<file path="config.mk">
export PLATFORM = sky130hd
export DESIGN_NAME = src_top
export DESIGN_NICKNAME = d
export VERILOG_FILES = /design/src/hw/src_cfg_pkg.sv /design/src/hw/src_audio_pkg.sv /design/src/hw/src_regs.sv /design/src/hw/src_rate_tracker.sv /design/src/hw/src_interpolator.sv /design/src/hw/src_out_fifo.sv /design/src/hw/src_top.sv
export VERILOG_INCLUDE_DIRS = /design/src /design/src/hw
export SDC_FILE = /design/constraint.sdc
export NUM_CORES = 2
export LEC_CHECK = 0
export ABC_CLOCK_PERIOD_IN_PS = 39900
export BUFFER_PORTS_ARGS = -buffer_cell sky130_fd_sc_hd__buf_2
export CAP_MARGIN = 20
export CORE_AREA = 2 2 365 367
export DETAILED_ROUTE_END_ITERATION = 12
export DIE_AREA = 0 0 367 369
export MAX_ROUTING_LAYER = met4
export PLACE_DENSITY = 0.58
export SYNTH_ARGS = -nofsm -noshare
export SYNTH_HDL_FRONTEND = slang
export SYNTH_SLANG_ARGS = --single-unit
</file>
<file path="constraint.sdc">
create_clock -name clk -period 39.9 [get_ports clk]
set_clock_uncertainty 0.2 [all_clocks]
set_input_delay 7.98 -clock clk [delete_from_list [all_inputs] [get_ports clk]]
set_output_delay 7.98 -clock clk [all_outputs]
set_load 0.005 [all_outputs]
</file>
<file path="src/hw/src_defs.svh">
`ifndef SRC_DEFS_SVH
`define SRC_DEFS_SVH

////////////////////
// datapath widths
////////////////////
`define SRC_SAMPLE_W 24     // one audio channel
`define SRC_COUNT_W  11     // period, phase and divider
`define SRC_SUM_W    36     // two 35 bit products summed

`define SRC_DIV_MIN  11'd7   // keeps ticks at least 8 cycles apart
`define SRC_DIV_RST  11'd511 // 512 clocks per output sample

////////////////////
// axi4-lite register map
////////////////////
`define SRC_AXIL_ADDR_W 12
`define SRC_AXIL_DATA_W 32

`define SRC_REG_CTRL   12'h000
`define SRC_REG_DIV    12'h004
`define SRC_REG_STATUS 12'h008

`endif

</file>
<file path="src/hw/src_cfg_pkg.sv">
`include "src_defs.svh"

package src_cfg_pkg;

    // register block to tracker
    typedef struct packed {
        logic                    run;
        logic [`SRC_COUNT_W-1:0] div;    // tick every div + 1 clocks
    } src_cfg_t;

    // live status, read back through STATUS
    typedef struct packed {
        logic [`SRC_COUNT_W-1:0] period;
        logic                    overflow; // sticky
        logic [2:0]              level;    // fifo fill, 0 to 4
    } src_status_t;

    // axi4-lite, master to slave
    typedef struct packed {
        logic [`SRC_AXIL_ADDR_W-1:0]   aw_addr;
        logic                          aw_valid;
        logic [`SRC_AXIL_DATA_W-1:0]   w_data;
        logic [`SRC_AXIL_DATA_W/8-1:0] w_strb;
        logic                          w_valid;
        logic                          b_ready;
        logic [`SRC_AXIL_ADDR_W-1:0]   ar_addr;
        logic                          ar_valid;
        logic                          r_ready;
    } axil_req_t;

    // axi4-lite, slave to master
    typedef struct packed {
        logic                        aw_ready;
        logic                        w_ready;
        logic                        b_valid;
        logic [1:0]                  b_resp;
        logic                        ar_ready;
        logic                        r_valid;
        logic [1:0]                  r_resp;
        logic [`SRC_AXIL_DATA_W-1:0] r_data;
    } axil_rsp_t;

endpackage

</file>
<file path="src/hw/src_audio_pkg.sv">
`include "src_defs.svh"

package src_audio_pkg;

    // one strobe carries both channels
    typedef struct packed {
        logic signed [`SRC_SAMPLE_W-1:0] left;
        logic signed [`SRC_SAMPLE_W-1:0] right;
    } stereo_t;

    ////////////////////
    // tracker to interpolator
    ////////////////////
    typedef struct packed {
        stereo_t                 s0;     // newest input pair
        stereo_t                 s1;     // the one before
        logic [`SRC_COUNT_W-1:0] period; // clocks between strobes
        logic [`SRC_COUNT_W-1:0] phase;  // clocks since s0, not clamped
    } snapshot_t;

    ////////////////////
    // interpolator result
    ////////////////////
    // sums are s1*(period-phase) + s0*phase, left unnormalized
    typedef struct packed {
        logic signed [`SRC_SUM_W-1:0] left;
        logic signed [`SRC_SUM_W-1:0] right;
        logic [`SRC_COUNT_W-1:0]      period; // divisor for a later stage
        logic [`SRC_COUNT_W-1:0]      phase;  // clamped to period
    } result_t;

endpackage

</file>
<file path="src/hw/src_regs.sv">
`timescale 1ns/1ps
`include "src_defs.svh"

module src_regs (
    input  logic                     clk,
    input  logic                     rst,
    input  src_cfg_pkg::axil_req_t   axil_req,
    output src_cfg_pkg::axil_rsp_t   axil_rsp,
    output src_cfg_pkg::src_cfg_t    cfg,
    input  src_cfg_pkg::src_status_t status,
    output logic                     ovf_clear
);

    logic                        b_valid;
    logic                        r_valid;
    logic [`SRC_AXIL_DATA_W-1:0] r_data;
    logic                        wr_fire;    // aw and w together
    logic                        rd_fire;
    logic [`SRC_COUNT_W-1:0]     div_wr;     // divider after byte lanes
    logic [`SRC_AXIL_DATA_W-1:0] rd_mux;

    // one outstanding response per channel, ready drops while it waits
    assign wr_fire = axil_req.aw_valid && axil_req.w_valid && !b_valid;
    assign rd_fire = axil_req.ar_valid && !r_valid;

    always_comb begin
        axil_rsp.aw_ready = !b_valid;
        axil_rsp.w_ready  = !b_valid;
        axil_rsp.b_valid  = b_valid;
        axil_rsp.b_resp   = 2'b00;   // always OKAY
        axil_rsp.ar_ready = !r_valid;
        axil_rsp.r_valid  = r_valid;
        axil_rsp.r_resp   = 2'b00;
        axil_rsp.r_data   = r_data;
    end

    ////////////////////
    // write path
    ////////////////////
    // low byte in lane 0, bits 10:8 in lane 1
    assign div_wr = {axil_req.w_strb[1] ? axil_req.w_data[10:8] : cfg.div[10:8],
                     axil_req.w_strb[0] ? axil_req.w_data[7:0]  : cfg.div[7:0]};

    always_ff @(posedge clk) begin
        if (rst) begin
            cfg.run   <= 1'b0;
            cfg.div   <= `SRC_DIV_RST;
            ovf_clear <= 1'b0;
        end else begin
            ovf_clear <= 1'b0;                  // pulse only
            if (wr_fire) begin
                case (axil_req.aw_addr)
                    `SRC_REG_CTRL: begin
                        if (axil_req.w_strb[0]) begin
                            cfg.run   <= axil_req.w_data[0];
                            ovf_clear <= axil_req.w_data[1];  // self clearing
                        end
                    end
                    `SRC_REG_DIV: begin
                        if (div_wr < `SRC_DIV_MIN)
                            cfg.div <= `SRC_DIV_MIN;  // too fast for the interpolator
                        else
                            cfg.div <= div_wr;
                    end
                    default: ;                         // ignored, still OKAY
                endcase
            end
        end
    end

    // write response
    always_ff @(posedge clk) begin
        if (rst) begin
            b_valid <= 1'b0;
        end else if (wr_fire) begin
            b_valid <= 1'b1;
        end else if (axil_req.b_ready) begin
            b_valid <= 1'b0;
        end
    end

    ////////////////////
    // read path
    ////////////////////
    always_comb begin
        case (axil_req.ar_addr)
            `SRC_REG_CTRL:   rd_mux = {31'b0, cfg.run};     // clear bit reads 0
            `SRC_REG_DIV:    rd_mux = {21'b0, cfg.div};
            `SRC_REG_STATUS: rd_mux = {12'b0, status.level, status.overflow,
                                       5'b0, status.period};
            default:         rd_mux = '0;
        endcase
    end

    always_ff @(posedge clk) begin
        if (rst) begin
            r_valid <= 1'b0;
        end else if (rd_fire) begin
            r_valid <= 1'b1;
        end else if (axil_req.r_ready) begin
            r_valid <= 1'b0;
        end
    end

    always_ff @(posedge clk) begin
        if (rd_fire)
            r_data <= rd_mux;    // held until r_ready
    end

endmodule

</file>
<file path="src/hw/src_rate_tracker.sv">
`timescale 1ns/1ps
`include "src_defs.svh"

module src_rate_tracker (
    input  logic                      clk,
    input  logic                      rst,
    input  src_cfg_pkg::src_cfg_t     cfg,
    input  logic                      din_en,
    input  src_audio_pkg::stereo_t    din,
    output logic                      tick,
    output src_audio_pkg::snapshot_t  snap,
    output logic [`SRC_COUNT_W-1:0]   period
);

    logic [`SRC_COUNT_W-1:0] cnt;       // clocks since last strobe
    logic [`SRC_COUNT_W-1:0] div_cnt;   // output rate divider
    src_audio_pkg::stereo_t  s0;
    src_audio_pkg::stereo_t  s1;

    ////////////////////
    // input side
    ////////////////////
    always_ff @(posedge clk) begin
        if (rst) begin
            cnt    <= '0;
            period <= '0;
            s0     <= '0;
            s1     <= '0;
        end else if (din_en) begin
            cnt    <= '0;
            // counter value + 1 is the strobe spacing
            period <= (&cnt) ? cnt : cnt + 11'd1;
            s1     <= s0;
            s0     <= din;
        end else if (!(&cnt)) begin
            cnt <= cnt + 11'd1;             // stops at 2047
        end
    end

    ////////////////////
    // output tick
    ////////////////////
    always_ff @(posedge clk) begin
        if (rst) begin
            div_cnt <= '0;
            tick    <= 1'b0;
        end else if (!cfg.run) begin
            div_cnt <= '0;                  // held while stopped
            tick    <= 1'b0;
        end else if (div_cnt >= cfg.div) begin  // >= copes with a lowered divider
            div_cnt <= '0;
            tick    <= 1'b1;
        end else begin
            div_cnt <= div_cnt + 11'd1;
            tick    <= 1'b0;
        end
    end

    // snapshot loads with the tick, all fields from the same cycle
    always_ff @(posedge clk) begin
        if (cfg.run && div_cnt >= cfg.div) begin
            snap.s0     <= s0;
            snap.s1     <= s1;
            snap.period <= period;
            snap.phase  <= cnt;             // raw, interpolator clamps
        end
    end

endmodule

</file>
<file path="src/hw/src_interpolator.sv">
`timescale 1ns/1ps
`include "src_defs.svh"

module src_interpolator (
    input  logic                     clk,
    input  logic                     rst,
    input  logic                     tick,
    input  src_audio_pkg::snapshot_t snap,
    output logic                     push,
    output src_audio_pkg::result_t   res
);

    typedef enum logic [2:0] {
        IDLE,
        COEF,
        MUL0,
        MUL1,
        SUM,
        DONE
    } state_t;

    state_t                          state;
    src_audio_pkg::snapshot_t        held;      // copy taken at the tick
    logic [`SRC_COUNT_W-1:0]         phase_c;   // clamped phase
    logic [`SRC_COUNT_W-1:0]         comp;      // period - phase_c
    logic [`SRC_COUNT_W-1:0]         phase_lim;

    // one time-shared multiplier per channel
    logic signed [`SRC_SAMPLE_W-1:0] mul_l_a;
    logic signed [`SRC_SAMPLE_W-1:0] mul_r_a;
    logic [`SRC_COUNT_W-1:0]         mul_w;
    logic signed [`SRC_SUM_W-1:0]    mul_l_x;   // operands at product width
    logic signed [`SRC_SUM_W-1:0]    mul_r_x;
    logic signed [`SRC_SUM_W-1:0]    mul_w_x;
    logic signed [`SRC_SUM_W-1:0]    mul_l_p;
    logic signed [`SRC_SUM_W-1:0]    mul_r_p;
    logic signed [`SRC_SUM_W-1:0]    prod0_l;   // s0 * phase
    logic signed [`SRC_SUM_W-1:0]    prod0_r;
    logic signed [`SRC_SUM_W-1:0]    prod1_l;   // s1 * complement
    logic signed [`SRC_SUM_W-1:0]    prod1_r;

    // phase runs past the period once strobes stop
    assign phase_lim = (held.phase > held.period) ? held.period : held.phase;

    ////////////////////
    // multipliers
    ////////////////////
    always_comb begin
        if (state == MUL1) begin
            mul_l_a = held.s1.left;
            mul_r_a = held.s1.right;
            mul_w   = comp;
        end else begin
            mul_l_a = held.s0.left;
            mul_r_a = held.s0.right;
            mul_w   = phase_c;
        end
    end

    assign mul_l_x = {{(`SRC_SUM_W-`SRC_SAMPLE_W){mul_l_a[`SRC_SAMPLE_W-1]}}, mul_l_a};
    assign mul_r_x = {{(`SRC_SUM_W-`SRC_SAMPLE_W){mul_r_a[`SRC_SAMPLE_W-1]}}, mul_r_a};
    assign mul_w_x = {{(`SRC_SUM_W-`SRC_COUNT_W){1'b0}}, mul_w};  // zero msbs keep it positive

    assign mul_l_p = mul_l_x * mul_w_x;
    assign mul_r_p = mul_r_x * mul_w_x;

    ////////////////////
    // sequencer
    ////////////////////
    always_ff @(posedge clk) begin
        if (rst) begin
            state <= IDLE;
            push  <= 1'b0;
        end else begin
            push <= 1'b0;
            case (state)
                IDLE:    if (tick) state <= COEF;   // ticks elsewhere are dropped
                COEF:    state <= MUL0;
                MUL0:    state <= MUL1;
                MUL1:    state <= SUM;
                SUM: begin
                    state <= DONE;
                    push  <= 1'b1;                  // high in DONE five cycles after the tick
                end
                DONE:    state <= IDLE;
                default: state <= IDLE;
            endcase
        end
    end

    // datapath registers stepped by the state
    always_ff @(posedge clk) begin
        if (state == IDLE && tick)
            held <= snap;
        if (state == COEF) begin
            phase_c <= phase_lim;
            comp    <= held.period - phase_lim;     // never negative after clamp
        end
        if (state == MUL0) begin
            prod0_l <= mul_l_p;
            prod0_r <= mul_r_p;
        end
        if (state == MUL1) begin
            prod1_l <= mul_l_p;
            prod1_r <= mul_r_p;
        end
        if (state == SUM) begin
            res.left   <= prod0_l + prod1_l;        // fits in 36 bits
            res.right  <= prod0_r + prod1_r;
            res.period <= held.period;
            res.phase  <= phase_c;
        end
    end

endmodule

</file>
<file path="src/hw/src_out_fifo.sv">
`timescale 1ns/1ps

module src_out_fifo (
    input  logic                   clk,
    input  logic                   rst,
    input  logic                   push,
    input  src_audio_pkg::result_t din,
    output logic                   dout_valid,
    input  logic                   dout_ready,
    output src_audio_pkg::result_t dout,
    output logic [2:0]             level,
    output logic                   overflow,
    input  logic                   ovf_clear
);

    src_audio_pkg::result_t mem [4];
    logic [1:0]             wr_ptr;
    logic [1:0]             rd_ptr;
    logic                   full;
    logic                   wr_en;
    logic                   rd_en;

    assign full       = (level == 3'd4);
    assign wr_en      = push && !full;        // results never wait, dropped if full
    assign dout_valid = (level != 3'd0);
    assign rd_en      = dout_valid && dout_ready;
    assign dout       = mem[rd_ptr];

    always_ff @(posedge clk) begin
        if (wr_en)
            mem[wr_ptr] <= din;
    end

    always_ff @(posedge clk) begin
        if (rst) begin
            wr_ptr   <= '0;
            rd_ptr   <= '0;
            level    <= '0;
            overflow <= 1'b0;
        end else begin
            if (wr_en)
                wr_ptr <= wr_ptr + 2'd1;  // wraps at 4
            if (rd_en)
                rd_ptr <= rd_ptr + 2'd1;
            level <= level + {2'b0, wr_en} - {2'b0, rd_en};
            if (push && full)
                overflow <= 1'b1;         // a new drop wins over clear
            else if (ovf_clear)
                overflow <= 1'b0;
        end
    end

endmodule

</file>
<file path="src/hw/src_top.sv">
`timescale 1ns/1ps
`include "src_defs.svh"

module src_top (
    input  logic                   clk,
    input  logic                   rst,
    input  src_cfg_pkg::axil_req_t axil_req,
    output src_cfg_pkg::axil_rsp_t axil_rsp,
    input  logic                   din_en,
    input  src_audio_pkg::stereo_t din,
    output logic                   dout_valid,
    input  logic                   dout_ready,
    output src_audio_pkg::result_t dout
);

    src_cfg_pkg::src_cfg_t     cfg;
    src_cfg_pkg::src_status_t  status;
    logic                      ovf_clear;
    logic [`SRC_COUNT_W-1:0]   period;    // measured input spacing
    logic                      tick;
    src_audio_pkg::snapshot_t  snap;
    logic                      push;
    src_audio_pkg::result_t    res;
    logic [2:0]                level;
    logic                      overflow;

    assign status = '{period: period, overflow: overflow, level: level};

    ////////////////////
    // control
    ////////////////////
    src_regs i_regs (
        .clk       (clk),
        .rst       (rst),
        .axil_req  (axil_req),
        .axil_rsp  (axil_rsp),
        .cfg       (cfg),
        .status    (status),
        .ovf_clear (ovf_clear)
    );

    ////////////////////
    // datapath
    ////////////////////
    src_rate_tracker i_tracker (
        .clk    (clk),
        .rst    (rst),
        .cfg    (cfg),
        .din_en (din_en),
        .din    (din),
        .tick   (tick),
        .snap   (snap),
        .period (period)
    );

    src_interpolator i_interp (
        .clk  (clk),
        .rst  (rst),
        .tick (tick),
        .snap (snap),
        .push (push),
        .res  (res)
    );

    src_out_fifo i_fifo (
        .clk        (clk),
        .rst        (rst),
        .push       (push),
        .din        (res),
        .dout_valid (dout_valid),
        .dout_ready (dout_ready),
        .dout       (dout),
        .level      (level),
        .overflow   (overflow),
        .ovf_clear  (ovf_clear)
    );

endmodule

</file>
==> qor.csv <==
metric,value,unit
die-height,369,um
max_freq,0.0841,GHz
die_width,367,um
grt_overflow_total,0,
area_growth,11.2,%
worstSetupStartpointType,register,
crit_type,reg -> out,
synth_enable_flop_cells,887,
actual_transition_at_the_worst_max_transition_pin,1.12,ns
mostFrequentLayoutCell,sky130_fd_sc_hd__edfxtp_1,
clk_transition_reported_paths,0.06,ns
reg2reg_from,i_interp.state[2],
report.final.slew_viol_count,0,
unrepaired_setup_endpoints_after_global_routing,no,
ys.warnings.count,0,
power_density,36.2,mW/mm2
grt_pass1_wl,193000,um
timing.critical_path.to_type,primary output,
filler_cell_count,11700,
drt_pre_antenna_iters,5,
ys_seq_elements,1046,
insertion_delay,0.73,ns
critical_path_rt,31.72,ns
cp_data_arrival_time,3.72,ns
cts_made_buffers,108,
cts-resized-gates,0,
num_rows,133,
worstReg2RegEnd,i_interp.prod0_l[34],
hold_violations,0,
accumulated_negative_setup_slack,0,ns
grt_start_max_net_pins,78,
numPortBuffers,208,
max-slew-margin-rel,0.248,
finalNonFillerCells,6753,
drc,0,
fp.coreArea,0.131,mm2
cts_hold_buffers,0,
groute.usage.overall,0.185,
final.period_utilization,0.298,
final_nets,5758,
worst_setup_path_endpoint,dout[93],
drtAntennaViolNets,0,
vias,33900,
drive_above_1_share,0.111,
mostFrequentLayoutCells,"sky130_fd_sc_hd__edfxtp_1, sky130_fd_sc_hd__inv_1, sky130_fd_sc_hd__nand2_1",
wl_per_cell,17.6,um
tritoncts_clock_tree,done,
cts_setup_buffers,0,
cts_max_level,3,
initial_core_util,0.449,
route.detailed.vias_per_inst,5.03,
cts-root-to-sink-buffers,3,
post_synth.cell_area_avg,12.5,um2
wirelength,119000,um
first_iter_violations,2098,
grt_pass1_vias,34700,
async_flop_share,0,
path_max_fanout,42,
hold_path.class,reg -> reg,
max_cap_violations,0,
dp_hpwl,85600,um
mappedNetlistArea,0.0589,mm2
worst-r2r-setup-slack,30.92,ns
period_minus_slack,11.90,ns
design.die.area,0.135,mm2
ff2ff_path_depth,24,
gp_congestion,0.857,
ir_drop,0.0329,mV
antenna_found_initial,1,
register_area,0.0298,mm2
outcome,"complete, no violations",
dp_cells,6548,
post_synth_inst_count,4692,
yosys.cell_types.count,73,
most_common_flop_cell_mapped_by_yosys,sky130_fd_sc_hd__edfxtp_1,
cts_num_sinks,1046,
ioPinCount,253,
cts_root_buf,sky130_fd_sc_hd__clkbuf_16,
multi_input_area,0.0259,mm2
finalPower,2370,uW
setup_violations,0,
synth_seq_area_share,0.507,
power.leakage,0.0275,uW
## cell usage after synthesis, types with 55 or more instances
cell type	count	area (um2)
sky130_fd_sc_hd__edfxtp_1	887	26600
sky130_fd_sc_hd__inv_1	682	2560
sky130_fd_sc_hd__nand2_1	626	2350
sky130_fd_sc_hd__fa_1	470	9410
sky130_fd_sc_hd__nor2_1	358	1340
sky130_fd_sc_hd__ha_1	266	3330
sky130_fd_sc_hd__dfxtp_1	159	3180
sky130_fd_sc_hd__mux2i_1	158	1580
sky130_fd_sc_hd__a21oi_1	127	636
sky130_fd_sc_hd__clkbuf_1	118	443
sky130_fd_sc_hd__xnor2_1	108	946
sky130_fd_sc_hd__mux4_2	94	2120
sky130_fd_sc_hd__o21ai_0	80	400
sky130_fd_sc_hd__a21o_1	61	458
sky130_fd_sc_hd__xor2_1	55	482
## worst max-delay path, stage by stage, from the launching register on
cell and delay, ns:
sky130_fd_sc_hd__dfxtp_4 0.62, sky130_fd_sc_hd__buf_4 0.62, sky130_fd_sc_hd__buf_4 0.78, sky130_fd_sc_hd__mux4_2 0.63, sky130_fd_sc_hd__buf_2 0.15
## worst min-delay path by stage
stage                        start            endpoint  cells past startpoint
2_1_floorplan    i_tracker.snap[0]    i_interp.held[0]                      0
3_3_place_gp    i_tracker.snap[43]   i_interp.held[43]                      0
3_5_place_dp   i_tracker.snap[105]  i_interp.held[105]                      0
4_1_cts           i_tracker.s1[40]  i_tracker.snap[62]                      0
5_1_grt           i_tracker.s1[40]  i_tracker.snap[62]                      0
6_report          i_tracker.s1[40]  i_tracker.snap[62]                      0
## registers in the layout, indices dropped and copies added (netlist names), 48 cells and up, named ones only
signal / count
i_fifo.mem: 376
i_interp.held: 118
i_tracker.snap: 118
i_interp.res: 94
i_tracker.s0: 48
i_tracker.s1: 48
## power breakdown
| part | total (uW) | switching [uW] | internal, uW |
|---|---|---|---|
| clock | 998 | 421 | 577 |
| combinational | 174 | 75.9 | 97.9 |
| sequential | 1200 | 17.7 | 1180 |
## stage by stage
step	worst slack (ns)	instance area [um2]	utilization	hold WS, ns
after global placement	28.57	61900	0.472	0.201
after floorplan	26.16	58900	-	0.200
after detailed placement	28.58	61900	0.472	0.205
final	28.00	65500	0.499	0.184
after CTS	27.76	65400	0.499	0.188
after global routing	27.62	65500	0.499	0.215
## metal layers
| layer | vias to the layer above | GRT usage | wire length [um] |
|---|---|---|---|
| met5 | - | - | 0 |
| met4 | 0 | 0.0435 | 1950 |
| met3 | 141 | 0.0294 | 6020 |
| met2 | 746 | 0.269 | 51800 |
| met1 | 16900 | 0.272 | 59400 |
| li1 | 16200 | - | - |
## kinds of logic (layout without fill, tap and decap cells)
group / Yosys count / count (layout) / synth area share
flops: 1046 / 1046 / 0.507
buf+inv: 849 / 1134 / 0.0557
other cells: 1 / 22 / 0.0000637
fa+ha+maj: 736 / 736 / 0.216
xor+xnor: 163 / 163 / 0.0243
simple gates: 1207 / 1207 / 0.0857
mux: 253 / 253 / 0.0630
compound gates: 437 / 437 / 0.0484
## final cells by class
class                   count  share of cell area
clock buffers             136              0.0432
repair buffers            250              0.0209
flip-flops and latches   1046               0.456
inverters                 682              0.0392
diodes                      1           0.0000382
well taps                1755              0.0335
clock inverters            66              0.0111
multi-input cells        2817               0.396
Power figures use the tool's default switching activity.
